File: config.mk
export PLATFORM = sky130hd
export DESIGN_NAME = ctrl_regs
export DESIGN_NICKNAME = d
export VERILOG_FILES = /design/src/logic/osd_pkg.sv /design/src/logic/ctrl_regs.sv
export VERILOG_INCLUDE_DIRS = /design/src /design/src/include
export SDC_FILE = /design/constraint.sdc
export NUM_CORES = 1
export LEC_CHECK = 0
export BUFFER_PORTS_ARGS = -buffer_cell sky130_fd_sc_hd__buf_2
export CORE_AREA = 2 2 39 41
export DETAILED_ROUTE_END_ITERATION = 16
export DIE_AREA = 0 0 41 43
export PLACE_DENSITY = 0.56
export RECOVER_POWER = 100
export SLEW_MARGIN = 20
export SYNTH_ARGS = -nofsm -noshare
export SYNTH_HDL_FRONTEND = slang
export SYNTH_SLANG_ARGS = --single-unit
File: constraint.sdc
create_clock -name clk -period 0.8 [get_ports clk]
set_input_delay 0.08 -clock clk [delete_from_list [all_inputs] [get_ports clk]]
set_output_delay 0.08 -clock clk [all_outputs]
set_load 0.02 [all_outputs]
File: src/include/osd_cfg.svh
// Shared sizes and addresses of the OSD character memory, included by packages and RTL
`ifndef OSD_CFG_SVH
`define OSD_CFG_SVH

////////////////////////////////////////////////////////////
// I2C slave identity
////////////////////////////////////////////////////////////

// Seven-bit slave address matched against the first byte after START
`define OSD_I2C_DEV_ADDR 7'h3c

////////////////////////////////////////////////////////////
// Character RAM geometry
////////////////////////////////////////////////////////////

// 1024 cells, addressed as page above column
`define OSD_RAM_DEPTH 1024
`define OSD_RAM_AW 10
`define OSD_PAGE_W 3
// Column offset inside the 128-byte bus window
`define OSD_COL_W 7

////////////////////////////////////////////////////////////
// Control space register indices (address bit 7 set)
////////////////////////////////////////////////////////////

`define OSD_REG_PAGE 1'b0
`define OSD_REG_CTRL 1'b1

`endif

File: src/logic/osd_pkg.sv
// Display-side types: register address views, RAM write port and control state
package osd_pkg;

`include "osd_cfg.svh"

  ////////////////////////////////////////////////////////////
  // Register address decoding
  ////////////////////////////////////////////////////////////

  // Window view, a column inside the currently selected page
  typedef struct packed {
    logic                  ctrl_sel;
    logic [`OSD_COL_W-1:0] col;
  } win_view_t;

  // Control view, only the lowest bit picks the register
  typedef struct packed {
    logic       ctrl_sel;
    logic [5:0] rsvd;
    logic       idx;
  } ctrl_view_t;

  // Both views share bit 7 as the select, set means control space
  typedef union packed {
    win_view_t  win;
    ctrl_view_t ctrl;
  } reg_addr_u;

  ////////////////////////////////////////////////////////////
  // RAM write port
  ////////////////////////////////////////////////////////////

  typedef struct packed {
    logic [`OSD_RAM_AW-1:0] addr;
    logic [7:0]             data;
  } ram_wr_t;

  // Page register and display enable, as held by the control block
  typedef struct packed {
    logic [`OSD_PAGE_W-1:0] page;
    logic                   enable;
  } osd_ctrl_t;

endpackage

File: src/logic/ctrl_regs.sv
// Page and display-control registers written and read back through the dispatcher strobes
`timescale 1ns/1ps
`include "osd_cfg.svh"

module ctrl_regs (
  input  logic                   clk,
  input  logic                   rst_n,
  input  logic                   ctrl_wr,
  input  logic                   ctrl_rd,
  input  logic                   ctrl_idx,
  input  logic [7:0]             ctrl_wdata,
  output logic [`OSD_PAGE_W-1:0] page,
  output logic                   enable_osd,
  output logic [7:0]             ctrl_rdata
);

  osd_pkg::osd_ctrl_t ctrl_q;

  ////////////////////////////////////////////////////////////
  // Register writes
  ////////////////////////////////////////////////////////////

  // Page selects which 128-byte slice of the RAM the window maps to
  // Only bit 0 of a ctrl write matters, it turns the display on or off
  always_ff @(posedge clk) begin
    if (!rst_n) begin
      ctrl_q <= '0;
    end else if (ctrl_wr) begin
      if (ctrl_idx == `OSD_REG_PAGE) begin
        ctrl_q.page <= ctrl_wdata[`OSD_PAGE_W-1:0];
      end else if (ctrl_idx == `OSD_REG_CTRL) begin
        ctrl_q.enable <= ctrl_wdata[0];
      end
    end
  end

  ////////////////////////////////////////////////////////////
  // Readback
  ////////////////////////////////////////////////////////////

  // Data appears one cycle after the read strobe and holds until the next one
  always_ff @(posedge clk) begin
    if (ctrl_rd) begin
      if (ctrl_idx == `OSD_REG_PAGE) begin
        ctrl_rdata <= {{(8 - `OSD_PAGE_W){1'b0}}, ctrl_q.page};
      end else begin
        ctrl_rdata <= {7'd0, ctrl_q.enable};
      end
    end
  end

  assign page       = ctrl_q.page;
  assign enable_osd = ctrl_q.enable;

endmodule

==> results by group <==
Logic synthesis
  • Mapped Cells: 29
  • Synth Register Bits: 7
  • Top FF cell, synth: dfxtp_1
  • Cell taking the most area after synthesis: edfxtp_1
  • Count of cell types in the netlist: 9
  • Register area share after synthesis: 0.525
  • Top-count cell post-synth: nand2_1
  • Synth async-reset ratio: 0
  • Commonest cells in the synthesized netlist: 8 x nand2_1, 5 x buf_4, 4 x dfxtp_1, 4 x mux2i_1, 3 x edfxtp_1
  • Yosys warning total: 0
  • Avg Cell Area, Syn: 11.2 um2
  • Top post-synthesis cells by area: edfxtp_1 28%, dfxtp_1 25%, mux2i_1 12%
  • Post-synth EDFFs: 3
  • Top-area cell type share of the netlist area: 0.278
  • Mapped Area: roughly 320 um2

GRT
  • Largest net degree at the start of global routing: 8
  • Gr usage total: 0.0786
  • Congestion Overflow GR: 0
  • First-pass GRT wire length: 862 um
  • Number of global-route vias before repair: between 200 and 250
  • Antenna violations before repair: 0

Clocking
  • CTS Buf Count: 3
  • Root Driver: clkbuf_4
  • # clock sinks: 7
  • Clk slew on worst S/H paths: ~50 ps
  • Clock latency on the worst-skew pair: between 200 and 300 ps
  • CTS H-tree lvls: 1
  • Clk buf depth: 2
  • TritonCTS clock tree: done

Critical path
  • Worst endpoint required time: approximately 720 ps
  • Setup crit start: page[0]
  • Critical-path top delay cell: dfxtp_2
  • Top Family by Delay on Critical Path: flip-flops
  • CP max stage delay: 320 ps
  • Crit path cell chain: buf_6 -> buf_6
  • Crit start category: flip-flop
  • Worst Path Max Fanout: 2
  • WP buf/inv: 2
  • Crit path DAT: 800 ps
  • Worst setup EP type: output port
  • Most used cell, CP: buf_6
  • Crit path kind: reg -> out
  • Reg-to-reg startpoint: page[0]

Run
  • Max-cap violations: 0

Routing
  • WL/cell: 9.34 um
  • DRT iter0 DRCs: 3
  • Vias: roughly 250
  • DRT Wirelength: around 630 um
  • Post-route ant nets: 0
  • Pre-antenna DRT Iters: 4
  • Routed vias/inst: about 3.8
  • Drt drc: 0

Finish
  • Area Overhead vs Synth: 54.8%
  • Storage cell area: around 170 um2
  • Area occupied by multi-input gates: around 130 um2
  • Final net count: 65
  • FILL cells: 140
  • Antenna fix cells: 0
  • Ratio of cells with drive above 1 in the final layout: 0.529

Timing
  • F_max: around 1100 MHz
  • Final worst slack: -76.6 ps
  • Hold violation count in the final report: 0
  • Max Slew Vio Count: 0
  • Period utilisation layout: 1.10
  • Total negative setup slack: -332 ps
  • Final setup fails: 8
  • RSZ-0062 raised after global routing: true
  • Final min period: just under 900 ps
  • Clock Skew: ~0.18 ps

Floorplan
  • Boundary pin count: 25
  • Starting Density: 0.234
  • Core Area: between 0.001 and 0.0015 mm2
  • Die ar.: between 0.0015 and 0.002 mm2
  • Die height: 43 um
  • Rows: 14
  • Die width: between 40 and 50 um

Status
  • Violated checks: setup timing
  • Outcome: finished, violations left

Place
  • Placer Congestion: 0.649
  • DP HPWL: approximately 460 um
  • Port Buffer Count: 14

Power
  • Total power: between 800 and 900 uW
  • Power density over the cells: between 1500 and 2000 mW/mm2
  • Peak supply drop: 0.534 mV
  • Static Leak: between 0.0002 and 0.00025 uW

Worst hold path
  • HP Start: ctrl_wdata[2]
  • Hold crit path type: in -> reg
[cells by family after synthesis]
logic type | synth area share
flip-flops | 0.525
other | 0.0116
AND/OR/NAND/NOR | 0.189
buffers and inverters | 0.116
multiplexers | 0.158
[final timing paths]
path / slack (ps) / cells past startpoint / end
hold reg to reg: 490 / 2 / page[1]
hold / removal: 80 / 3 / page[2]
setup reg to reg: -30 / 1 / ctrl_rdata[0]
setup / recovery: -80 / 2 / page[0]
[power breakdown]
group	total (uW)	internal (uW)	switching, uW	leakage (uW)
registers	405	394	11.1	0.0000645
logic	163	79.3	83.9	0.000166
clock network	312	190	122	0.0000150
[sequential cells by signal, summed over array words and instances (netlist names)]
register / cells
ctrl_rdata: 3
page: 3
enable_osd: 1
[timing repair]
item                       4_1_cts  5_1_grt
hold buffers                     0        0
setup endpoints to repair        8        8
setup buffers                    0        2
gates cloned                     0        0
gates resized for setup         10        4
[final cells by class]
class | count | area share
Clock buffer | 4 | 0.0524
Tap cell | 16 | 0.0399
Sequential cell | 7 | 0.344
Multi-Input combinational cell | 21 | 0.262
Timing Repair Buffer | 19 | 0.302
[layout by cell type (no fill, tap or decap)]
master / synthesis / routed
nor2b_4: 1 / 1
dfxtp_1: 4 / 2
and2b_2: 2 / 2
mux2i_1: 4 / 4
buf_6: 0 / 8
clkbuf_4: 0 / 3
buf_4: 5 / 3
conb_1: 1 / 5
clkbuf_1: 0 / 2
buf_2: 0 / 7
dfxtp_2: 0 / 2
nand2_1: 8 / 8
mux2_2: 1 / 1
edfxtp_1: 3 / 3
[metal layers]
| layer | GRT usage | up-vias | share of wire |
|---|---|---|---|
| li1 | - | 130 | - |
| met2 | 0.0969 | 15 | 0.45 |
| met5 | 0 | - | 0 |
| met4 | 0.0600 | 0 | 0 |
| met1 | 0.0945 | 109 | 0.42 |
| met3 | 0.0471 | 0 | 0.13 |
[metrics by stage]
step           cells  worst slack [ps]  hold slack (ps)  cell area (um2)  utilization
5_1_grt           67              -105             79.3              502        0.363
3_5_place_dp      61             -3.61              326              419        0.303
2_1_floorplan     33             -51.4              192              344            -
6_report          67             -76.6             77.2              502        0.363
4_1_cts           65             -81.9             60.5              478        0.345
3_3_place_gp      61             -6.17              324              419        0.303
No activity file was read; power rests on OpenSTA's default activity.
