`src/include/osd_cfg.svh`:
```
// Shared sizes and addresses of the OSD character memory, included by packages and RTL
`ifndef OSD_CFG_SVH
`define OSD_CFG_SVH

////////////////////////////////////////////////////////////
// I2C slave identity
////////////////////////////////////////////////////////////

// Seven-bit slave address matched against the first byte after START
`define OSD_I2C_DEV_ADDR 7'h3c

////////////////////////////////////////////////////////////
// Character RAM geometry
////////////////////////////////////////////////////////////

// 1024 cells, addressed as page above column
`define OSD_RAM_DEPTH 1024
`define OSD_RAM_AW 10
`define OSD_PAGE_W 3
// Column offset inside the 128-byte bus window
`define OSD_COL_W 7

////////////////////////////////////////////////////////////
// Control space register indices (address bit 7 set)
////////////////////////////////////////////////////////////

`define OSD_REG_PAGE 1'b0
`define OSD_REG_CTRL 1'b1

`endif

```
`src/logic/i2c_pkg.sv`:
```
// Bus-side types passed between the I2C byte engine and the register dispatcher
package i2c_pkg;

  ////////////////////////////////////////////////////////////
  // Register access request
  ////////////////////////////////////////////////////////////

  // One register access, held stable while acc_req is high
  // The address is the raw 8-bit register address from the master
  // Write data is only meaningful when wr is set
  typedef struct packed {
    logic [7:0] addr;
    logic [7:0] wdata;
    logic       wr;
  } reg_access_t;

  ////////////////////////////////////////////////////////////
  // Register access response
  ////////////////////////////////////////////////////////////

  // Read data returned with acc_ack
  // On a write access the value carries no meaning
  typedef struct packed {
    logic [7:0] rdata;
  } reg_resp_t;

endpackage

```
`src/logic/i2c_byte_slave.sv`:
```
// I2C slave byte engine that turns bus transfers into register accesses for the dispatcher
`timescale 1ns/1ps
`include "osd_cfg.svh"

module i2c_byte_slave (
  input  logic                clk,
  input  logic                rst_n,
  input  logic                scl,
  input  logic                sda_in,
  input  logic                acc_ack,
  input  i2c_pkg::reg_resp_t  resp,
  output logic                sda_oe,
  output logic                acc_req,
  output i2c_pkg::reg_access_t acc
);

  // Bit-level states of the slave
  localparam logic [2:0] S_IDLE = 3'd0;
  localparam logic [2:0] S_ADDR = 3'd1;
  localparam logic [2:0] S_RX   = 3'd2;
  localparam logic [2:0] S_ACK  = 3'd3;
  localparam logic [2:0] S_TX   = 3'd4;
  localparam logic [2:0] S_MACK = 3'd5;

  logic [2:0] scl_sync;
  logic [2:0] sda_sync;
  logic [2:0] state;
  logic [3:0] bit_cnt;
  logic [7:0] shreg;
  logic [7:0] reg_addr;
  logic       rw;
  logic       first_byte;
  logic       scl_rise;
  logic       scl_fall;
  logic       start_det;
  logic       stop_det;

  ////////////////////////////////////////////////////////////
  // Bus sampling and condition detection
  ////////////////////////////////////////////////////////////

  // Bits 1 and 2 of each shifter are the current and previous synchronized values
  assign scl_rise  = scl_sync[1] & ~scl_sync[2];
  assign scl_fall  = ~scl_sync[1] & scl_sync[2];
  // START and STOP are SDA edges while SCL stays high
  assign start_det = scl_sync[1] & scl_sync[2] & sda_sync[2] & ~sda_sync[1];
  assign stop_det  = scl_sync[1] & scl_sync[2] & ~sda_sync[2] & sda_sync[1];

  always_ff @(posedge clk) begin
    if (!rst_n) begin
      scl_sync   <= 3'b111;
      sda_sync   <= 3'b111;
      state      <= S_IDLE;
      bit_cnt    <= 4'd0;
      sda_oe     <= 1'b0;
      acc_req    <= 1'b0;
      rw         <= 1'b0;
      first_byte <= 1'b0;
      reg_addr   <= 8'd0;
    end else begin
      scl_sync <= {scl_sync[1:0], scl};
      sda_sync <= {sda_sync[1:0], sda_in};

      // Close the handshake, a read result becomes the next byte to shift out
      // The register address advances once per completed access
      if (acc_req && acc_ack) begin
        acc_req  <= 1'b0;
        reg_addr <= reg_addr + 8'd1;
        if (!acc.wr) begin
          shreg <= resp.rdata;
        end
      end

      if (start_det) begin
        // Also covers a repeated START in the middle of a transfer
        state   <= S_ADDR;
        bit_cnt <= 4'd0;
        sda_oe  <= 1'b0;
      end else if (stop_det) begin
        state  <= S_IDLE;
        sda_oe <= 1'b0;
      end else begin
        case (state)
          S_ADDR, S_RX: begin
            if (scl_rise && bit_cnt != 4'd8) begin
              shreg   <= {shreg[6:0], sda_sync[1]};
              bit_cnt <= bit_cnt + 4'd1;
            end else if (scl_fall && bit_cnt == 4'd8) begin
              bit_cnt <= 4'd0;
              if (state == S_ADDR) begin
                // Without a match the slave stays silent until the next START
                if (shreg[7:1] == `OSD_I2C_DEV_ADDR) begin
                  sda_oe     <= 1'b1;
                  rw         <= shreg[0];
                  first_byte <= ~shreg[0];
                  state      <= S_ACK;
                  // Fetch the first read byte while the ACK is on the bus
                  if (shreg[0]) begin
                    acc_req    <= 1'b1;
                    acc.addr   <= reg_addr;
                    acc.wdata  <= 8'h00;
                    acc.wr     <= 1'b0;
                  end
                end else begin
                  state <= S_IDLE;
                end
              end else begin
                sda_oe <= 1'b1;
                state  <= S_ACK;
                // The first written byte only loads the register address
                if (first_byte) begin
                  reg_addr   <= shreg;
                  first_byte <= 1'b0;
                end else begin
                  acc_req   <= 1'b1;
                  acc.addr  <= reg_addr;
                  acc.wdata <= shreg;
                  acc.wr    <= 1'b1;
                end
              end
            end
          end
          S_ACK: begin
            if (scl_fall) begin
              if (rw) begin
                // Put the MSB of the fetched byte on the bus
                sda_oe  <= ~shreg[7];
                bit_cnt <= 4'd1;
                state   <= S_TX;
              end else begin
                sda_oe <= 1'b0;
                state  <= S_RX;
              end
            end
          end
          S_TX: begin
            if (scl_fall) begin
              if (bit_cnt == 4'd8) begin
                sda_oe  <= 1'b0;
                bit_cnt <= 4'd0;
                state   <= S_MACK;
              end else begin
                sda_oe  <= ~shreg[6];
                shreg   <= {shreg[6:0], 1'b0};
                bit_cnt <= bit_cnt + 4'd1;
              end
            end
          end
          S_MACK: begin
            if (scl_rise) begin
              // NACK ends the read, an ACK prefetches the next byte
              if (sda_sync[1]) begin
                state <= S_IDLE;
              end else begin
                acc_req   <= 1'b1;
                acc.addr  <= reg_addr;
                acc.wdata <= 8'h00;
                acc.wr    <= 1'b0;
              end
            end else if (scl_fall) begin
              sda_oe  <= ~shreg[7];
              bit_cnt <= 4'd1;
              state   <= S_TX;
            end
          end
          default: ;
        endcase
      end
    end
  end

endmodule

```
`config.mk`:
```
export PLATFORM = sky130hd
export DESIGN_NAME = i2c_byte_slave
export DESIGN_NICKNAME = d
export VERILOG_FILES = /design/src/logic/i2c_pkg.sv /design/src/logic/i2c_byte_slave.sv
export VERILOG_INCLUDE_DIRS = /design/src /design/src/include
export SDC_FILE = /design/constraint.sdc
export NUM_CORES = 1
export LEC_CHECK = 0
export ABC_AREA = 1
export BUFFER_PORTS_ARGS = -buffer_cell sky130_fd_sc_hd__buf_2
export CORE_ASPECT_RATIO = 0.8
export CORE_MARGIN = 10
export CORE_UTILIZATION = 40
export CTS_BUF_LIST = sky130_fd_sc_hd__clkbuf_2 sky130_fd_sc_hd__clkbuf_4 sky130_fd_sc_hd__clkbuf_8
export CTS_CLUSTER_DIAMETER = 100
export CTS_CLUSTER_SIZE = 20
export DETAILED_ROUTE_END_ITERATION = 7
export MAX_ROUTING_LAYER = met4
export PLACE_DENSITY = 0.56
export SLEW_MARGIN = 20
export SYNTH_ARGS = -nofsm -noshare
export SYNTH_HDL_FRONTEND = slang
export SYNTH_SLANG_ARGS = --single-unit
```
`constraint.sdc`:
```
create_clock -name clk -period 4.3 [get_ports clk]
set_input_delay 0.215 -clock clk [delete_from_list [all_inputs] [get_ports clk]]
set_output_delay 0.215 -clock clk [all_outputs]
set_load 0.01 [all_outputs]
```
==> results.txt <==
The total negative slack came out at 0 ns. The register bit count reported by yosys came out at 50. The average footprint of a synthesized cell is around 8.4 um2. In this run the worst path has a maximum fanout of 17. The internal power is around 0.00096 W. Entering global routing, the biggest net connects 23 pins. The number of gates resized after cts is 0.

Measured along the y axis, the die boundary spans 93.1 um. STA puts the critical path data arrival time at slightly below 2 ns. The total global-route track usage came out at around 13%. The cell type of the slowest stage on the worst timing path is sky130_fd_sc_hd__dfxtp_1. Across all layers, the routed design uses 2159 vias. The worst hold path terminates at sda_sync[0]$_SDFF_PN1_. The first-pass GRT wire length came out at approximately 11000 um. The tightest min-delay check is of the input port to flip-flop type.

Summing the areas of all compound-gate instances in the mapped netlist gives a little under an eighth of the synthesized area. Counting every net in the synthesized netlist gives between 300 and 400. The share of synthesized cell area in full adder, half adder and majority cells is roughly 2.8%.

Setup repair after global routing left no endpoint under its margin. The number of different library cells in the post-synthesis netlist is 29. The final-report max-slew violation count is 0. Routed signal wires occupy layers up through met4. The startpoint type of the worst setup path is a flip-flop. The required time of the critical path is between 4 and 5 ns. The antenna diode instance count is 0. The worst register-to-register path has a setup slack of between 2 and 2.5 ns.

The total of max-cap violations is 0. The number of antenna violations at the first check in global routing is 0. TritonCTS built the clock tree. The count of unresolved DRC violations after routing is 0. The largest family of logic cells by synthesized area is simple AND/OR/NAND/NOR gates. The overall overflow remaining after global route came out at 0. The clock group share of total power is 16.6%.

The area used by sequential logic in the layout came out at between 0.001 and 0.0015 mm2. The pre-antenna-repair detailed-routing pass consisted of 6 iterations. Clock-pin slew was measured on the worst setup and hold paths at 0.10 ns. The fraction of final layout cells with drive strength greater than 1 is about a quarter.

The number of warning messages in the yosys log came out at 0. The total routed wirelength came out at about 6400 um. The most prevalent standard cell on the critical path is sky130_fd_sc_hd__nor2_1. The mean number of vias per cell came out at 4.93. The H-tree generated during clock tree synthesis spans 2 levels. The I/O pin count is 32. The floorplan step set the die width to 111 um. The worst IR drop on VDD came out at roughly 0.21 mV. The cell depth of the worst hold path came out at 2. The class of the most critical setup path is flip-flop to flip-flop. The top achievable clock speed is approximately 510 MHz. Prior to clock tree synthesis, the placed netlist has a worst setup slack of roughly 2.3 ns. The layout has about 650 filler cells. The worst flop-to-flop path startpoint is sda_sync[1]$_SDFF_PN1_. The logic gate share of total power came out at roughly two fifths. The number of buffers inserted to repair setup after CTS is 0. Once the floorplan was initialized, standard cells occupied 41.5% of the core. Clock latency on the worst-skew pair, taken at its later pin, is around 0.30 ns. The post-route worst hold slack came out at 0.0885 ns. The count of buffers added on input and output ports is 31. The total count of hold-check failures in the final report came out at 0. The run finished with clean final reports. Setup violations remaining at the end of the flow were counted as 0. The cell family contributing the most delay on the critical path is simple AND/OR/NAND/NOR gates. The CTS root buffer is sky130_fd_sc_hd__clkbuf_8. The relative max-transition margin is 69.1%.

The endpoint of the most critical register-to-register path is acc[7]$_SDFFCE_PP0P_. The transition at the pin with the smallest max-transition slack came out at 0.464 ns. The die covers 0.0104 mm2. The routed length on met1 came out at between 3000 and 4000 um.

After synthesis, the share of cell area in mux cells is 0%. The cell count after synthesis came out at 320. The standby leakage power came out at approximately 1.3 nW. The number of standard-cell rows in the floorplan came out at 26. The part of the power in registers is 42.0%.

The synthesized netlist devotes under 10% of its cell area to XOR and XNOR gates. Walking the worst path, the cells encountered are inv_1 > nand3_1 > nand2_1 > nor2_1 > nand4_1 > nor2_1 > buf_4. The sequential-to-total area share from yosys stat is a little under half. The net switching fraction of the power came out at a little over two fifths. The via count of the first global-routing pass came out at approximately 2000. The critical path's largest stage delay is between 0.4 and 0.5 ns.

STA classifies the critical path endpoint as a flip-flop. The number of hold buffers added after CTS was 0. The synthesized netlist occupies a cell area of between 0.002 and 0.003 mm2. The multi-input combinational cells in the finished layout cover a total of 0.00123 mm2.

The worst hold path begins at sda_in. No sink is reached through more buffers than the 2 on the longest clock path. The buffer and inverter count on the worst path is 2. TritonCTS created 5 clock buffers. The length in cells of the worst reg-to-reg path came out at 7. Counting I/O delays and the setup requirement, the final critical path takes roughly 2.0 ns. The growth of design area from synthesis to finish came out at 11.6%. The area inside the core boundary is between 0.006 and 0.007 mm2.

After detailed routing, the average wire length per cell comes to 14.7 um. For this run, the post-layout net count is 372. The remaining antenna violation count after routing is 0.

Detailed placement finished with a half-perimeter wire length of roughly 5000 um. The worst path uses 45.4% of the clock period. The wire length on met3 is 304 um. The final RePlAce weighted congestion is 0.927. Once routing completed, OpenROAD measured the worst setup slack at 2.35 ns. The basic-gate share of the synthesized area counting and, or, nand and nor cells came out at between 20% and 30%.

Dividing total power by cell area gives a power density of ~560 mW/mm2. The number of sinks handled by clock tree synthesis is 50. For this block, the initial DRC count from the detailed router was about 230. The maximum clock skew at final layout is between 0.01 and 0.015 ns. The net switching power is 0.000708 W. Wire segments on met2 add up to about 2500 um in the final route.
[cells in the final DEF, fill, tap and decap left out]
| cell type | synthesis | layout |
|---|---|---|
| sky130_fd_sc_hd__clkinv_2 | 0 | 1 |
| sky130_fd_sc_hd__o21ai_2 | 2 | 2 |
| sky130_fd_sc_hd__xnor2_1 | 1 | 1 |
| sky130_fd_sc_hd__nand3_1 | 20 | 20 |
| sky130_fd_sc_hd__edfxtp_1 | 25 | 25 |
| sky130_fd_sc_hd__clkbuf_8 | 0 | 5 |
| sky130_fd_sc_hd__buf_4 | 1 | 1 |
| sky130_fd_sc_hd__nor3_1 | 1 | 1 |
| sky130_fd_sc_hd__nor2_4 | 3 | 3 |
| sky130_fd_sc_hd__inv_2 | 9 | 9 |
| sky130_fd_sc_hd__o21ai_0 | 13 | 13 |
| sky130_fd_sc_hd__o211ai_2 | 8 | 8 |
| sky130_fd_sc_hd__or2_2 | 5 | 5 |
| sky130_fd_sc_hd__nand3_2 | 6 | 6 |
| sky130_fd_sc_hd__nand2_2 | 7 | 7 |
| sky130_fd_sc_hd__nor2_2 | 2 | 2 |
| sky130_fd_sc_hd__buf_2 | 0 | 31 |
| sky130_fd_sc_hd__nand4_1 | 5 | 5 |
| sky130_fd_sc_hd__a21oi_1 | 14 | 14 |
| sky130_fd_sc_hd__dfxtp_1 | 25 | 25 |
| sky130_fd_sc_hd__nor2_8 | 1 | 1 |
| sky130_fd_sc_hd__clkinv_4 | 0 | 1 |
| sky130_fd_sc_hd__nor2_1 | 39 | 39 |
| sky130_fd_sc_hd__nand2_1 | 73 | 73 |
| sky130_fd_sc_hd__inv_1 | 29 | 29 |
| sky130_fd_sc_hd__ha_1 | 6 | 6 |
| sky130_fd_sc_hd__nor3b_1 | 1 | 1 |
| sky130_fd_sc_hd__clkinvlp_4 | 0 | 1 |
| sky130_fd_sc_hd__o211ai_1 | 2 | 2 |
| sky130_fd_sc_hd__xor2_1 | 6 | 6 |
| sky130_fd_sc_hd__nand2_4 | 1 | 1 |
| sky130_fd_sc_hd__o21ai_1 | 10 | 10 |
[synth_stat cells]
library cell | count | area, um2
sky130_fd_sc_hd__a21oi_1 | 14 | 70.1
sky130_fd_sc_hd__buf_4 | 1 | 7.51
sky130_fd_sc_hd__buf_6 | 3 | 33.8
sky130_fd_sc_hd__clkbuf_1 | 2 | 7.51
sky130_fd_sc_hd__dfxtp_1 | 25 | 500
sky130_fd_sc_hd__edfxtp_1 | 25 | 751
sky130_fd_sc_hd__ha_1 | 6 | 75.1
sky130_fd_sc_hd__inv_1 | 29 | 109
sky130_fd_sc_hd__inv_2 | 9 | 33.8
sky130_fd_sc_hd__nand2_1 | 73 | 274
sky130_fd_sc_hd__nand2_2 | 7 | 43.8
sky130_fd_sc_hd__nand2_4 | 1 | 11.3
sky130_fd_sc_hd__nand3_1 | 20 | 100
sky130_fd_sc_hd__nand3_2 | 6 | 60.1
sky130_fd_sc_hd__nand4_1 | 5 | 31.3
sky130_fd_sc_hd__nor2_1 | 39 | 146
sky130_fd_sc_hd__nor2_2 | 2 | 12.5
sky130_fd_sc_hd__nor2_4 | 3 | 33.8
sky130_fd_sc_hd__nor2_8 | 1 | 20.0
sky130_fd_sc_hd__nor3_1 | 1 | 5.00
sky130_fd_sc_hd__nor3b_1 | 1 | 7.51
sky130_fd_sc_hd__o211ai_1 | 2 | 15.0
sky130_fd_sc_hd__o211ai_2 | 8 | 100
sky130_fd_sc_hd__o21ai_0 | 13 | 65.1
sky130_fd_sc_hd__o21ai_1 | 10 | 50.1
sky130_fd_sc_hd__o21ai_2 | 2 | 17.5
sky130_fd_sc_hd__or2_2 | 5 | 31.3
sky130_fd_sc_hd__xnor2_1 | 1 | 8.76
sky130_fd_sc_hd__xor2_1 | 6 | 52.6
[power groups by stage]
stage	registers, W	logic (W)	clock network [W]
2_1_floorplan	0.000681	0.000540	0
3_3_place_gp	0.000705	0.000683	0
3_5_place_dp	0.000707	0.000682	0
4_1_cts	0.000696	0.000686	0.000284
5_1_grt	0.000708	0.000775	0.000304
6_report	0.000698	0.000689	0.000276
[worst reg2reg max path: stages (launching register included)]
cell and delay, ns:
sky130_fd_sc_hd__dfxtp_1 0.44, sky130_fd_sc_hd__inv_1 0.13, sky130_fd_sc_hd__nand3_1 0.16, sky130_fd_sc_hd__nand2_1 0.15
sky130_fd_sc_hd__nor2_1 0.24, sky130_fd_sc_hd__nand4_1 0.15, sky130_fd_sc_hd__nor2_1 0.11, sky130_fd_sc_hd__buf_4 0.26
[layout make-up]
cell class	count	area share [%]
Inverter	38	4.78
Sequential cell	50	41.9
Multi-Input combinational cell	226	41.3
Clock inverter	3	0.713
Tap cell	84	3.52
Timing Repair Buffer	32	5.45
Clock buffer	5	2.31
[sequential cells by signal, indices dropped and copies added (netlist names)]
register	count
acc	17
reg_addr	8
shreg	8
bit_cnt	4
scl_sync	3
sda_sync	3
state	3
acc_req	1
first_byte	1
rw	1
sda_oe	1
[through the flow]
stage / std cells / util, % / instance area [um2] / power, W
final: 438 / 46.3 / 2980 / 0.00166
after detailed placement: 430 / 44.9 / 2890 / 0.00139
after CTS: 438 / 46.3 / 2980 / 0.00167
after global routing: 438 / 46.3 / 2980 / 0.00179
after floorplan: 320 / - / 2670 / 0.00122
after global placement: 430 / 44.9 / 2890 / 0.00139
[metal layers]
layer  track usage (%)  up-vias
li1                  -     1115
met1              19.0      974
met2              16.9       66
met3              2.68        4
met4              2.24        0
met5                 -        -
[kinds of logic (layout without fill, tap and decap cells)]
kind of cell | Yosys count | in the layout
and+or+nand+nor | 164 | 164
DFF | 50 | 50
AOI/OAI and AO/OA | 49 | 49
buffers and inverters | 44 | 78
xor gates and xnor gates | 7 | 7
adders and majority gates | 6 | 6
[worst max-delay path by stage]
stage | from | slack (ns) | depth (start not counted) | endpoint
after floorplan | scl_sync[1]$_SDFF_PN1_ | 2.10 | 8 | acc[0]$_SDFFCE_PP0P_
after global placement | sda_sync[1]$_SDFF_PN1_ | 2.38 | 7 | acc[14]$_DFFE_PP_
after detailed placement | rst_n | 2.34 | 6 | acc[14]$_DFFE_PP_
after CTS | scl_sync[1]$_SDFF_PN1_ | 2.35 | 9 | acc[16]$_DFFE_PP_
after global routing | scl_sync[1]$_SDFF_PN1_ | 2.15 | 9 | acc[7]$_SDFFCE_PP0P_
final | sda_sync[1]$_SDFF_PN1_ | 2.35 | 7 | acc[7]$_SDFFCE_PP0P_
Note: power is estimated with default switching activity, not from simulation.
