**src/include/osd_cfg.svh**
```systemverilog
// Shared sizes and addresses of the OSD character memory, included by packages and RTL
`ifndef OSD_CFG_SVH
`define OSD_CFG_SVH

////////////////////////////////////////////////////////////
// I2C slave identity
////////////////////////////////////////////////////////////

// Seven-bit slave address matched against the first byte after START
`define OSD_I2C_DEV_ADDR 7'h3c

////////////////////////////////////////////////////////////
// Character RAM geometry
////////////////////////////////////////////////////////////

// 1024 cells, addressed as page above column
`define OSD_RAM_DEPTH 1024
`define OSD_RAM_AW 10
`define OSD_PAGE_W 3
// Column offset inside the 128-byte bus window
`define OSD_COL_W 7

////////////////////////////////////////////////////////////
// Control space register indices (address bit 7 set)
////////////////////////////////////////////////////////////

`define OSD_REG_PAGE 1'b0
`define OSD_REG_CTRL 1'b1

`endif

```
**src/logic/i2c_pkg.sv**
```systemverilog
// Bus-side types passed between the I2C byte engine and the register dispatcher
package i2c_pkg;

  ////////////////////////////////////////////////////////////
  // Register access request
  ////////////////////////////////////////////////////////////

  // One register access, held stable while acc_req is high
  // The address is the raw 8-bit register address from the master
  // Write data is only meaningful when wr is set
  typedef struct packed {
    logic [7:0] addr;
    logic [7:0] wdata;
    logic       wr;
  } reg_access_t;

  ////////////////////////////////////////////////////////////
  // Register access response
  ////////////////////////////////////////////////////////////

  // Read data returned with acc_ack
  // On a write access the value carries no meaning
  typedef struct packed {
    logic [7:0] rdata;
  } reg_resp_t;

endpackage

```
**src/logic/osd_pkg.sv**
```systemverilog
// Display-side types: register address views, RAM write port and control state
package osd_pkg;

`include "osd_cfg.svh"

  ////////////////////////////////////////////////////////////
  // Register address decoding
  ////////////////////////////////////////////////////////////

  // Window view, a column inside the currently selected page
  typedef struct packed {
    logic                  ctrl_sel;
    logic [`OSD_COL_W-1:0] col;
  } win_view_t;

  // Control view, only the lowest bit picks the register
  typedef struct packed {
    logic       ctrl_sel;
    logic [5:0] rsvd;
    logic       idx;
  } ctrl_view_t;

  // Both views share bit 7 as the select, set means control space
  typedef union packed {
    win_view_t  win;
    ctrl_view_t ctrl;
  } reg_addr_u;

  ////////////////////////////////////////////////////////////
  // RAM write port
  ////////////////////////////////////////////////////////////

  typedef struct packed {
    logic [`OSD_RAM_AW-1:0] addr;
    logic [7:0]             data;
  } ram_wr_t;

  // Page register and display enable, as held by the control block
  typedef struct packed {
    logic [`OSD_PAGE_W-1:0] page;
    logic                   enable;
  } osd_ctrl_t;

endpackage

```
**src/logic/reg_dispatch.sv**
```systemverilog
// Routes each register access to the control registers or the RAM and returns the result
`timescale 1ns/1ps
`include "osd_cfg.svh"

module reg_dispatch (
  input  logic                   clk,
  input  logic                   rst_n,
  input  logic                   acc_req,
  input  i2c_pkg::reg_access_t   acc,
  input  logic [`OSD_PAGE_W-1:0] page,
  input  logic [7:0]             ctrl_rdata,
  input  logic [7:0]             ram_rdata,
  output logic                   acc_ack,
  output i2c_pkg::reg_resp_t     resp,
  output logic                   ctrl_wr,
  output logic                   ctrl_rd,
  output logic                   ctrl_idx,
  output logic [7:0]             ctrl_wdata,
  output logic                   ram_we,
  output osd_pkg::ram_wr_t       ram_wr,
  output logic                   ram_rd,
  output logic [`OSD_RAM_AW-1:0] ram_raddr
);

  osd_pkg::reg_addr_u addr_u;
  logic               pending;
  logic               sel_q;

  // Same byte, read either as a window column or as a control index
  assign addr_u = acc.addr;

  ////////////////////////////////////////////////////////////
  // Strobe and handshake sequencing
  ////////////////////////////////////////////////////////////

  // Cycle 1 issues the strobe, cycle 2 raises ack with the part's data
  always_ff @(posedge clk) begin
    if (!rst_n) begin
      pending <= 1'b0;
      acc_ack <= 1'b0;
      ctrl_wr <= 1'b0;
      ctrl_rd <= 1'b0;
      ram_we  <= 1'b0;
      ram_rd  <= 1'b0;
    end else begin
      ctrl_wr <= 1'b0;
      ctrl_rd <= 1'b0;
      ram_we  <= 1'b0;
      ram_rd  <= 1'b0;
      if (acc_req && !acc_ack && !pending) begin
        pending <= 1'b1;
        if (addr_u.win.ctrl_sel) begin
          ctrl_wr <= acc.wr;
          ctrl_rd <= ~acc.wr;
        end else begin
          ram_we <= acc.wr;
          ram_rd <= ~acc.wr;
        end
      end
      if (pending) begin
        pending <= 1'b0;
        acc_ack <= 1'b1;
      end
      // Ack follows the falling request one cycle later
      if (!acc_req && acc_ack) begin
        acc_ack <= 1'b0;
      end
    end
  end

  // Addresses and data for the strobed part, RAM address is page above column
  always_ff @(posedge clk) begin
    if (acc_req && !acc_ack && !pending) begin
      sel_q       <= addr_u.win.ctrl_sel;
      ctrl_idx    <= addr_u.ctrl.idx;
      ctrl_wdata  <= acc.wdata;
      ram_wr.addr <= {page, addr_u.win.col};
      ram_wr.data <= acc.wdata;
      ram_raddr   <= {page, addr_u.win.col};
    end
  end

  // Pick the data of the part that the registered select points at
  assign resp.rdata = sel_q ? ctrl_rdata : ram_rdata;

endmodule

```
**config.mk**
```make
export PLATFORM = sky130hd
export DESIGN_NAME = reg_dispatch
export DESIGN_NICKNAME = d
export VERILOG_FILES = /design/src/logic/i2c_pkg.sv /design/src/logic/osd_pkg.sv /design/src/logic/reg_dispatch.sv
export VERILOG_INCLUDE_DIRS = /design/src /design/src/include
export SDC_FILE = /design/constraint.sdc
export NUM_CORES = 1
export LEC_CHECK = 0
export ABC_AREA = 1
export ABC_CLOCK_PERIOD_IN_PS = 2950
export BUFFER_PORTS_ARGS = -buffer_cell sky130_fd_sc_hd__buf_2
export CORE_MARGIN = 2
export CORE_UTILIZATION = 39
export DETAILED_ROUTE_END_ITERATION = 6
export PLACE_DENSITY = 0.83
export SYNTH_ARGS = -nofsm -noshare
export SYNTH_HDL_FRONTEND = slang
export SYNTH_SLANG_ARGS = --single-unit
```
**constraint.sdc**
```tcl
create_clock -name clk -period 2.95 [get_ports clk]
set_input_delay 0.295 -clock clk [delete_from_list [all_inputs] [get_ports clk]]
set_output_delay 0.295 -clock clk [all_outputs]
set_load 0.05 [all_outputs]
```
==> run_results.csv, run 1 <==
group,metric,value,unit
run_status,status,"complete, no violations",
clock_tree,cts_hold_buf,0,
placed_design,hpwl,1.765,mm
yosys,ys_ff_latch,25,
yosys,ys_seq_area_frac,0.6815,
floorplanning,dieArea,0.003022,sq mm
critical_path,crit_buf_inv,1,
yosys,ys_types,10,
global_routing,grt_pass1_vias,727,
layout,area_growth_syn_to_layout,34.69,%
critical_path,cp.arrival,1.43,ns
global_routing,grt-busiest-layer,"met2",
sta,min_period,1.728,ns
routing,drt_first_pass_iters,4,
yosys,postSynthCellCount,85,
placed_design,dp_cells,183,
power_and_ir_drop,p_per_area,603.8,mW/mm^2
routing,wl_per_cell,11.39,um
power_and_ir_drop,ir_drop,0.5607,mV
global_routing,overflow,0,
sta,hold_slack,0.1463,ns
routing,antenna_left,0,
layout,antennaDiodeCount,0,
critical_path,slowest_stage,"edfxtp_1",
yosys,syn_avg_cell_area,11.92,sq um
power_and_ir_drop,leakage,0.7188,nW
clock_tree,htree_levels,1,
routing,vias,810,
placed_design,gp_congestion,0.6520,
critical_path,crit_path_max_incr_delay,0.59,ns
global_routing,grt_util_all_layers,0.1365,
sta,hold_violations,0,
sta,skew,0.002177,ns
critical_path,cp_max_fo,16,
clock_tree,clk-insertion-delay-late,0.31,ns
routing,vias_per_cell,4.332,
global_routing,grt_max_degree,20,
sta,rsz0062_at_grt,"no",
floorplanning,initial_core_util,0.4091,
power_and_ir_drop,total_power,0.0008243,W
critical_path,worstPathRequired,2.65,ns
sta,setup_viol,0,
floorplanning,core,0.002477,sq mm
run,drv_cap,0,
global_routing,grt_use_met1,0.1449,
yosys,yosys_warnings,0,
clock_tree,cts_buffer_depth,2,
floorplanning,die-width,54.98,um
global_routing,antenna_found_initial,0,
layout,layout.nets,197,
layout,drive_above_1_share,0.5924,
global_routing,grt_pass1_wl,2.932,mm
layout,finalNonFillerCells,187,
clock_tree,path_clk_slew,0.13,ns
min_path,hold_class,"input port to register",
floorplanning,fp.dieH,54.98,um
global_routing,use_met2,0.2480,
sta,maxSlewViolCount,0,
clock_tree,cts_setup_buffers,0,
clock_tree,cts-buffers-inserted,3,
sta,fmax,578.5,MHz
global_routing,use_met3,0.05914,
clock_tree,clock-sinks,25,
sta,tns,0,ns
placed_design,portBuffers,88,
routing,drt-initial-drc-count,6,
yosys,syn_nets,124,
critical_path,critPathLaunchType,"register",
routing,wirelength,2.129,mm
floorplanning,ioPinCount,89,
sta,slew_headroom,0.5387,
clock_tree,cts.repair.resized,0,
clock_tree,cts_tree,"done",
critical_path,cp_top_family,"flip-flops",
sta,fin_crit_sh,0.5859,
critical_path,path_class,"register to output port",
critical_path,crit_chain,"o21ai_0, buf_2",
critical_path,end_kind,"output port",
yosys,synth_area,0.001013,sq mm
clock_tree,root_buffer,"clkbuf_4",
routing,drc,0,
sta,max_slew.worst_pin.slew,0.6912,ns
floorplanning,row_count,18,
[cell usage after synthesis]
| cell type | n | area (sq um) |
|---|---|---|
| buf_4 | 19 | 142.6 |
| buf_6 | 1 | 11.26 |
| dfxtp_1 | 6 | 120.1 |
| edfxtp_1 | 19 | 570.6 |
| inv_1 | 13 | 48.80 |
| nand2_1 | 9 | 33.78 |
| nand4_1 | 2 | 12.51 |
| nor2_1 | 6 | 22.52 |
| nor2_2 | 1 | 6.260 |
| o21ai_0 | 9 | 45.04 |
[cell usage in the layout (no fill, tap or decap)]
cell	instances
nand2_1	9
inv_1	13
dfxtp_1	6
o21ai_0	9
clkbuf_4	3
buf_2	88
clkinv_2	1
nor2_1	6
nor2_2	1
nand4_1	2
edfxtp_1	19
[flip-flops by register name (all words and copies together) (netlist names)]
register	count
sel_q	1
ctrl_rd	1
ctrl_wr	1
acc_ack	1
ram_rd	1
ram_wr	8
ram_we	1
pending	1
ram_raddr	10
[through the flow]
stage	utilization	area (sq um)	setup slack, ns
3_3_place_gp	0.5399	1338	1.553
6_report	0.5510	1365	1.222
3_5_place_dp	0.5399	1338	1.446
5_1_grt	0.5510	1365	1.091
2_1_floorplan	-	1013	0.9595
4_1_cts	0.5510	1365	1.214
[routing by layer]
layer / wire (um) / part of all wire
met5: 0 / 0
met2: 1204 / 0.57
met3: 163 / 0.077
met1: 735 / 0.35
met4: 26 / 0.012
[final cells by class]
class	count	area, sq um
flip-flops and latches	25	690.7
clock buffers	3	22.52
multi-input cells	27	120.1
clock inverters	1	5.005
repair buffers	88	440.4
well taps	30	37.54
inverters	13	48.80
fillers	236	1112
[report_power, final]
part / internal (W) / total, W / switching (W)
sequential: 0.000405 / 0.000418 / 0.0000121
combinational: 0.0000544 / 0.000261 / 0.000206
clock: 0.0000507 / 0.000146 / 0.0000953
total: 0.000511 / 0.000824 / 0.000314
[path summary, 6_finish.rpt]
check,to,startpoint,cells past startpoint,slack [ns]
worst max-delay path,resp[5],sel_q,2,1.22
worst min-delay path,ram_wr[7],acc[8],1,0.15
worst max register to register,ram_raddr[3],acc_ack,3,1.45
worst min register to register,acc_ack,pending,2,0.53
[logic make-up (layout without fill, tap and decap cells)]
group,after synthesis,after routing,synth area share
buffers and inverters,33,105,0.2000
DFF,25,25,0.6815
and+or+nand+nor,18,18,0.07407
AOI/OAI and AO/OA,9,9,0.04444
(Power assumes the default switching activity.)
==> run 2: changes to the inputs <==
ABC_CLOCK_PERIOD_IN_PS = 1770   (was 2950)
CORE_UTILIZATION = 37   (was 39)
PLACE_DENSITY = 0.79   (was 0.83)
clock period = 1.77 ns   (was 2.95 ns; I/O delays follow)
==> run 2 against run 1 <==
Against the previous run: clock skew down 0.00058 ns; final cell count rose by 0.53%; global-route usage is 1.1 points lower; first-iteration DRC count is 83% higher; via count is 1.5% lower; routed wire length is 2.7% lower; hold slack lost 0.11 ns; critical path type unchanged; largest cell class unchanged.
==> run_results.csv, run 2 (same netlist as run 1, synthesis figures left out) <==
group,metric,value,unit
routing,antenna_left,0,
critical_path,crit_chain,"o21ai_0, buf_2",
clock_tree,root_buffer,"clkbuf_4",
placed_design,gp_congestion,0.6333,
critical_path,cp.arrival,1.43,ns
run_status,status,"complete, no violations",
layout,largest_register_ffs,10,
power_and_ir_drop,p_switching,0.0005136,W
routing,vias_per_cell,4.245,
power_and_ir_drop,pwr-share-seq,0.508,
sta,max_slew.worst_pin.slew,0.4164,ns
global_routing,grt_max_degree,19,
layout,drive_above_1_share,0.5949,
power_and_ir_drop,p_per_area,995.4,mW/mm^2
power_and_ir_drop,clkPwrFrac,0.171,
critical_path,crit_buf_inv,1,
clock_tree,path_clk_slew,0.12,ns
routing,drc,0,
floorplanning,die-width,56.34,um
sta,skew,0.001599,ns
power_and_ir_drop,p_int,0.0008527,W
layout,reg.largest.list,"ram_raddr (10), ram_wr (8)",
routing,wl_per_cell,11.02,um
floorplanning,core,0.002545,sq mm
clock_tree,clk-insertion-delay-late,0.30,ns
critical_path,path_class,"register to output port",
min_path,hold_class,"input port to register",
power_and_ir_drop,swShare,0.3759,
clock_tree,cts_setup_buffers,0,
floorplanning,row_count,18,
sta,maxSlewViolCount,0,
sta,fmax,623.5,MHz
clock_tree,cts_tree,"done",
clock_tree,cts.repair.resized,0,
critical_path,cp_max_fo,16,
critical_path,slowest_stage,"edfxtp_1",
layout,final_cell_area,0.001373,sq mm
critical_path,startpoint,"sel_q",
clock_tree,cts_buffer_depth,2,
power_and_ir_drop,combPwrFrac,0.320,
sta,fin_crit_sh,0.9061,
routing,drt-initial-drc-count,11,
sta,hold_violations,0,
placed_design,post_dp_cell_area,0.001345,sq mm
critical_path,end_kind,"output port",
clock_tree,clock-sinks,25,
global_routing,grt_pass1_vias,756,
critical_path,critPathLaunchType,"register",
floorplanning,dieArea,0.003174,sq mm
sta,rsz0062_at_grt,"no",
critical_path,cp_top_family,"flip-flops",
clock_tree,cts_hold_buf,0,
sta,slew_headroom,0.7224,
layout,layout.nets,198,
global_routing,grt_util_all_layers,0.1260,
floorplanning,ioPinCount,89,
layout,area_growth_syn_to_layout,35.43,%
run,drv_cap,0,
sta,min_period,1.604,ns
global_routing,overflow,0,
global_routing,antenna_found_initial,0,
sta,setup_viol,0,
clock_tree,htree_levels,1,
critical_path,worstPathRequired,1.59,ns
layout,final_common_cell,"buf_2",
routing,drt_first_pass_iters,4,
clock_tree,cts-buffers-inserted,3,
layout,layout_common_cells,"buf_2 (88), edfxtp_1 (19), inv_1 (13)",
power_and_ir_drop,ir_drop,0.8729,mV
layout,top_register,"ram_raddr",
power_and_ir_drop,leakage,0.7238,nW
min_path,min-delay-start,"acc[3]",
layout,fillers,228,
layout,post-route-util,0.5393,
placed_design,hpwl,1.783,mm
critical_path,timing.rr.start,"acc_ack",
critical_path,crit_path_max_incr_delay,0.59,ns
floorplanning,initial_core_util,0.3982,
routing,vias,798,
placed_design,portBuffers,88,
global_routing,grt_pass1_wl,3.049,mm
routing,wirelength,2.072,mm
layout,antennaDiodeCount,0,
floorplanning,fp.dieH,56.34,um
run 2: final cells by class:
type	instances	area, sq um	share of cell area
Sequential cell	25	690.7	0.5032
Clock inverter	1	5.005	0.003646
Clock buffer	3	22.52	0.01641
Timing Repair Buffer	89	447.9	0.3263
Multi-Input combinational cell	27	120.1	0.08751
Tap cell	30	37.54	0.02735
Inverter	13	48.80	0.03555
run 2: worst reg2reg max path, cell delays in order, from the launching register on:
cell,delay (ns)
dfxtp_1,0.35
nor2_2,0.18
nand2_1,0.09
inv_1,0.08
buf_4,0.25
run 2: metrics by stage:
stage	setup TNS (ns)	setup WS (ns)	total power, W	hold slack, ns	std cells
detailed placement	0	0.5213	0.001150	0.3551	184
CTS	0	0.1636	0.001382	0.02539	188
global route	0	0.04127	0.001425	0.005718	188
global placement	0	0.5688	0.001140	0.3540	184
floorplan	-0.2051	-0.1025	0.001065	0.2494	85
finish	0	0.1662	0.001366	0.03671	188
run 2: power by group through the flow:
stage	clock (W)	combinational (W)	sequential (W)
2_1_floorplan	0	0.000244	0.000821
3_3_place_gp	0	0.000435	0.000705
3_5_place_dp	0	0.000441	0.000709
4_1_cts	0.000245	0.000441	0.000695
5_1_grt	0.000270	0.000455	0.000700
6_report	0.000234	0.000438	0.000695
run 2: final timing paths:
| kind | to | slack [ns] | cells past startpoint |
|---|---|---|---|
| max | resp[2] | 0.17 | 2 |
| max reg2reg | ram_wr[4] | 0.52 | 4 |
| min | ram_wr[2] | 0.04 | 1 |
| min reg2reg | acc_ack | 0.54 | 2 |
run 2: per-layer routing:
metal	global-route usage	up-vias	wire [um]
li1	-	402	-
met1	0.09567	353	649
met2	0.2689	37	1238
met3	0.04608	6	132
met4	0.04762	0	51
met5	0	-	0
==> run 3: changes to the inputs <==
ABC_CLOCK_PERIOD_IN_PS = not set   (was 1770)
CORE_MARGIN = 4   (was 2)
CORE_UTILIZATION = 39   (was 37)
PLACE_DENSITY = 0.83   (was 0.79)
clock period = 1.9 ns   (was 1.77 ns; I/O delays follow)
==> run 3 against run 2 <==
Against the previous run: register-to-register slack improved by 0.07 ns; critical endpoint is now resp[0]; worst setup slack improved by 0.11 ns; hold slack better by 0.014 ns; highest routed layer unchanged; critical path type unchanged.
==> run_results.csv, run 3 (same netlist as run 1, synthesis figures left out) <==
group,metric,value,unit
routing,vias,787,
floorplanning,dieArea,0.003478,sq mm
floorplanning,core,0.002477,sq mm
layout,largest_register_ffs,10,
critical_path,ff2ff_setup_slack,0.59,ns
critical_path,worstSetupEndpoint,"resp[0]",
power_and_ir_drop,ir_drop,0.6366,mV
placed_design,post_dp_cell_area,0.001358,sq mm
critical_path,cp.arrival,1.43,ns
placed_design,hpwl,2.063,mm
clock_tree,cts.repair.resized,0,
clock_tree,root_buffer,"clkbuf_4",
global_routing,grt_util_all_layers,0.1295,
sta,min_period,1.624,ns
power_and_ir_drop,p_switching,0.0004874,W
floorplanning,row_count,18,
layout,layout_common_cells,"buf_2 (88), edfxtp_1 (19), inv_1 (13)",
global_routing,grt_pass1_wl,3.353,mm
sta,rsz0062_at_grt,"no",
sta,fin_crit_sh,0.8545,
power_and_ir_drop,pwr-share-seq,0.503,
clock_tree,cts_setup_buffers,0,
layout,fillers,238,
clock_tree,path_clk_slew,0.13,ns
placed_design,post-place-ws,0.5990,ns
layout,antennaDiodeCount,0,
critical_path,worstPathRequired,1.71,ns
layout,final_common_cell,"buf_2",
routing,drt_first_pass_iters,4,
critical_path,crit_chain,"o21ai_0, buf_2",
sta,setup_ws,0.2765,ns
power_and_ir_drop,combPwrFrac,0.324,
floorplanning,die-width,58.98,um
routing,wirelength,2.379,mm
power_and_ir_drop,leakage,0.7278,nW
global_routing,grt_pass1_vias,752,
critical_path,end_kind,"output port",
run_status,status,"complete, no violations",
critical_path,crit_path_max_incr_delay,0.58,ns
sta,fmax,616.0,MHz
floorplanning,fp.dieH,58.98,um
clock_tree,htree_levels,1,
clock_tree,cts_tree,"done",
clock_tree,clk-insertion-delay-late,0.30,ns
clock_tree,cts-buffers-inserted,3,
critical_path,cp_top_family,"flip-flops",
routing,drt-initial-drc-count,4,
clock_tree,cts_hold_buf,0,
critical_path,cp_num_cells,2,
critical_path,slowest_stage,"edfxtp_1",
sta,maxSlewViolCount,0,
critical_path,r2r_cells,4,
run,drv_cap,0,
critical_path,reg2reg_to,"ram_raddr[3]",
power_and_ir_drop,clkPwrFrac,0.173,
clock_tree,clock-sinks,25,
sta,skew,0.004602,ns
critical_path,critPathLaunchType,"register",
power_and_ir_drop,p_per_area,928.8,mW/mm^2
sta,hold_violations,0,
placed_design,gp_congestion,0.6210,
sta,max_slew.worst_pin.slew,0.3868,ns
floorplanning,ioPinCount,89,
placed_design,portBuffers,88,
layout,layout.nets,198,
global_routing,grt_max_degree,17,
layout,final_cell_area,0.001385,sq mm
global_routing,antenna_found_initial,0,
min_path,hold_class,"input port to register",
critical_path,timing.rr.start,"acc_ack",
layout,top_register,"ram_raddr",
clock_tree,cts_buffer_depth,2,
sta,setup_viol,0,
routing,antenna_left,0,
layout,area_growth_syn_to_layout,36.67,%
layout,reg.largest.list,"ram_raddr (10), ram_wr (8)",
global_routing,overflow,0,
critical_path,cp_max_fo,16,
routing,drc,0,
layout,drive_above_1_share,0.5949,
floorplanning,initial_core_util,0.4091,
power_and_ir_drop,swShare,0.3788,
sta,slew_headroom,0.7421,
routing,wl_per_cell,12.65,um
sta,tns,0,ns
power_and_ir_drop,p_int,0.0007991,W
critical_path,crit_buf_inv,1,
critical_path,path_class,"register to output port",
routing,vias_per_cell,4.186,
critical_path,startpoint,"sel_q",
-- run 3: worst min path at each step --
stage                  from           end  slack (ns)  cells past startpoint
floorplan            acc[0]       ctrl_rd        0.26                      1
global placement    acc[15]  ram_raddr[6]        0.37                      1
detailed placement  acc[15]  ram_raddr[6]        0.37                      1
CTS                 acc[15]  ram_raddr[6]        0.05                      1
global route        page[2]  ram_raddr[9]        0.02                      1
finish               acc[6]     ram_wr[5]        0.05                      1
-- run 3: worst register-to-register path: stages, from the launching register on --
cell     delay (ns)
dfxtp_1        0.35
nor2_2         0.18
nand2_1        0.09
inv_1          0.23
buf_12         0.19
-- run 3: layout make-up --
cell class	instances	area, sq um	area share
clock buffer	3	22.52	0.01626
clock inverter	1	5.005	0.003613
inverter	13	48.80	0.03523
sequential	25	690.7	0.4986
tap	30	37.54	0.02710
multi-input combinational	27	120.1	0.08672
timing repair buffer	89	460.4	0.3324
-- run 3: layer usage --
metal | global-route usage | up-vias | share of wire
li1 | - | 401 | -
met1 | 0.1320 | 356 | 0.32
met2 | 0.2618 | 28 | 0.61
met3 | 0.02832 | 2 | 0.064
met4 | 0.02913 | 0 | 0.0088
met5 | 0 | - | 0
-- run 3: stage by stage --
step	total power, W	utilization	cells	hold WS, ns
3_3_place_gp	0.001069	0.5480	184	0.3671
2_1_floorplan	0.0009924	-	85	0.2624
5_1_grt	0.001340	0.5591	188	0.02455
4_1_cts	0.001294	0.5591	188	0.04519
6_report	0.001286	0.5591	188	0.05039
3_5_place_dp	0.001081	0.5480	184	0.3681
-- run 3: power groups by stage --
stage	Combinational, W	Clock [W]	Sequential, W
after detailed placement	0.000420	0	0.000660
after CTS	0.000420	0.000226	0.000648
after floorplan	0.000227	0	0.000765
after global placement	0.000413	0	0.000656
after global routing	0.000434	0.000254	0.000652
final	0.000417	0.000223	0.000647
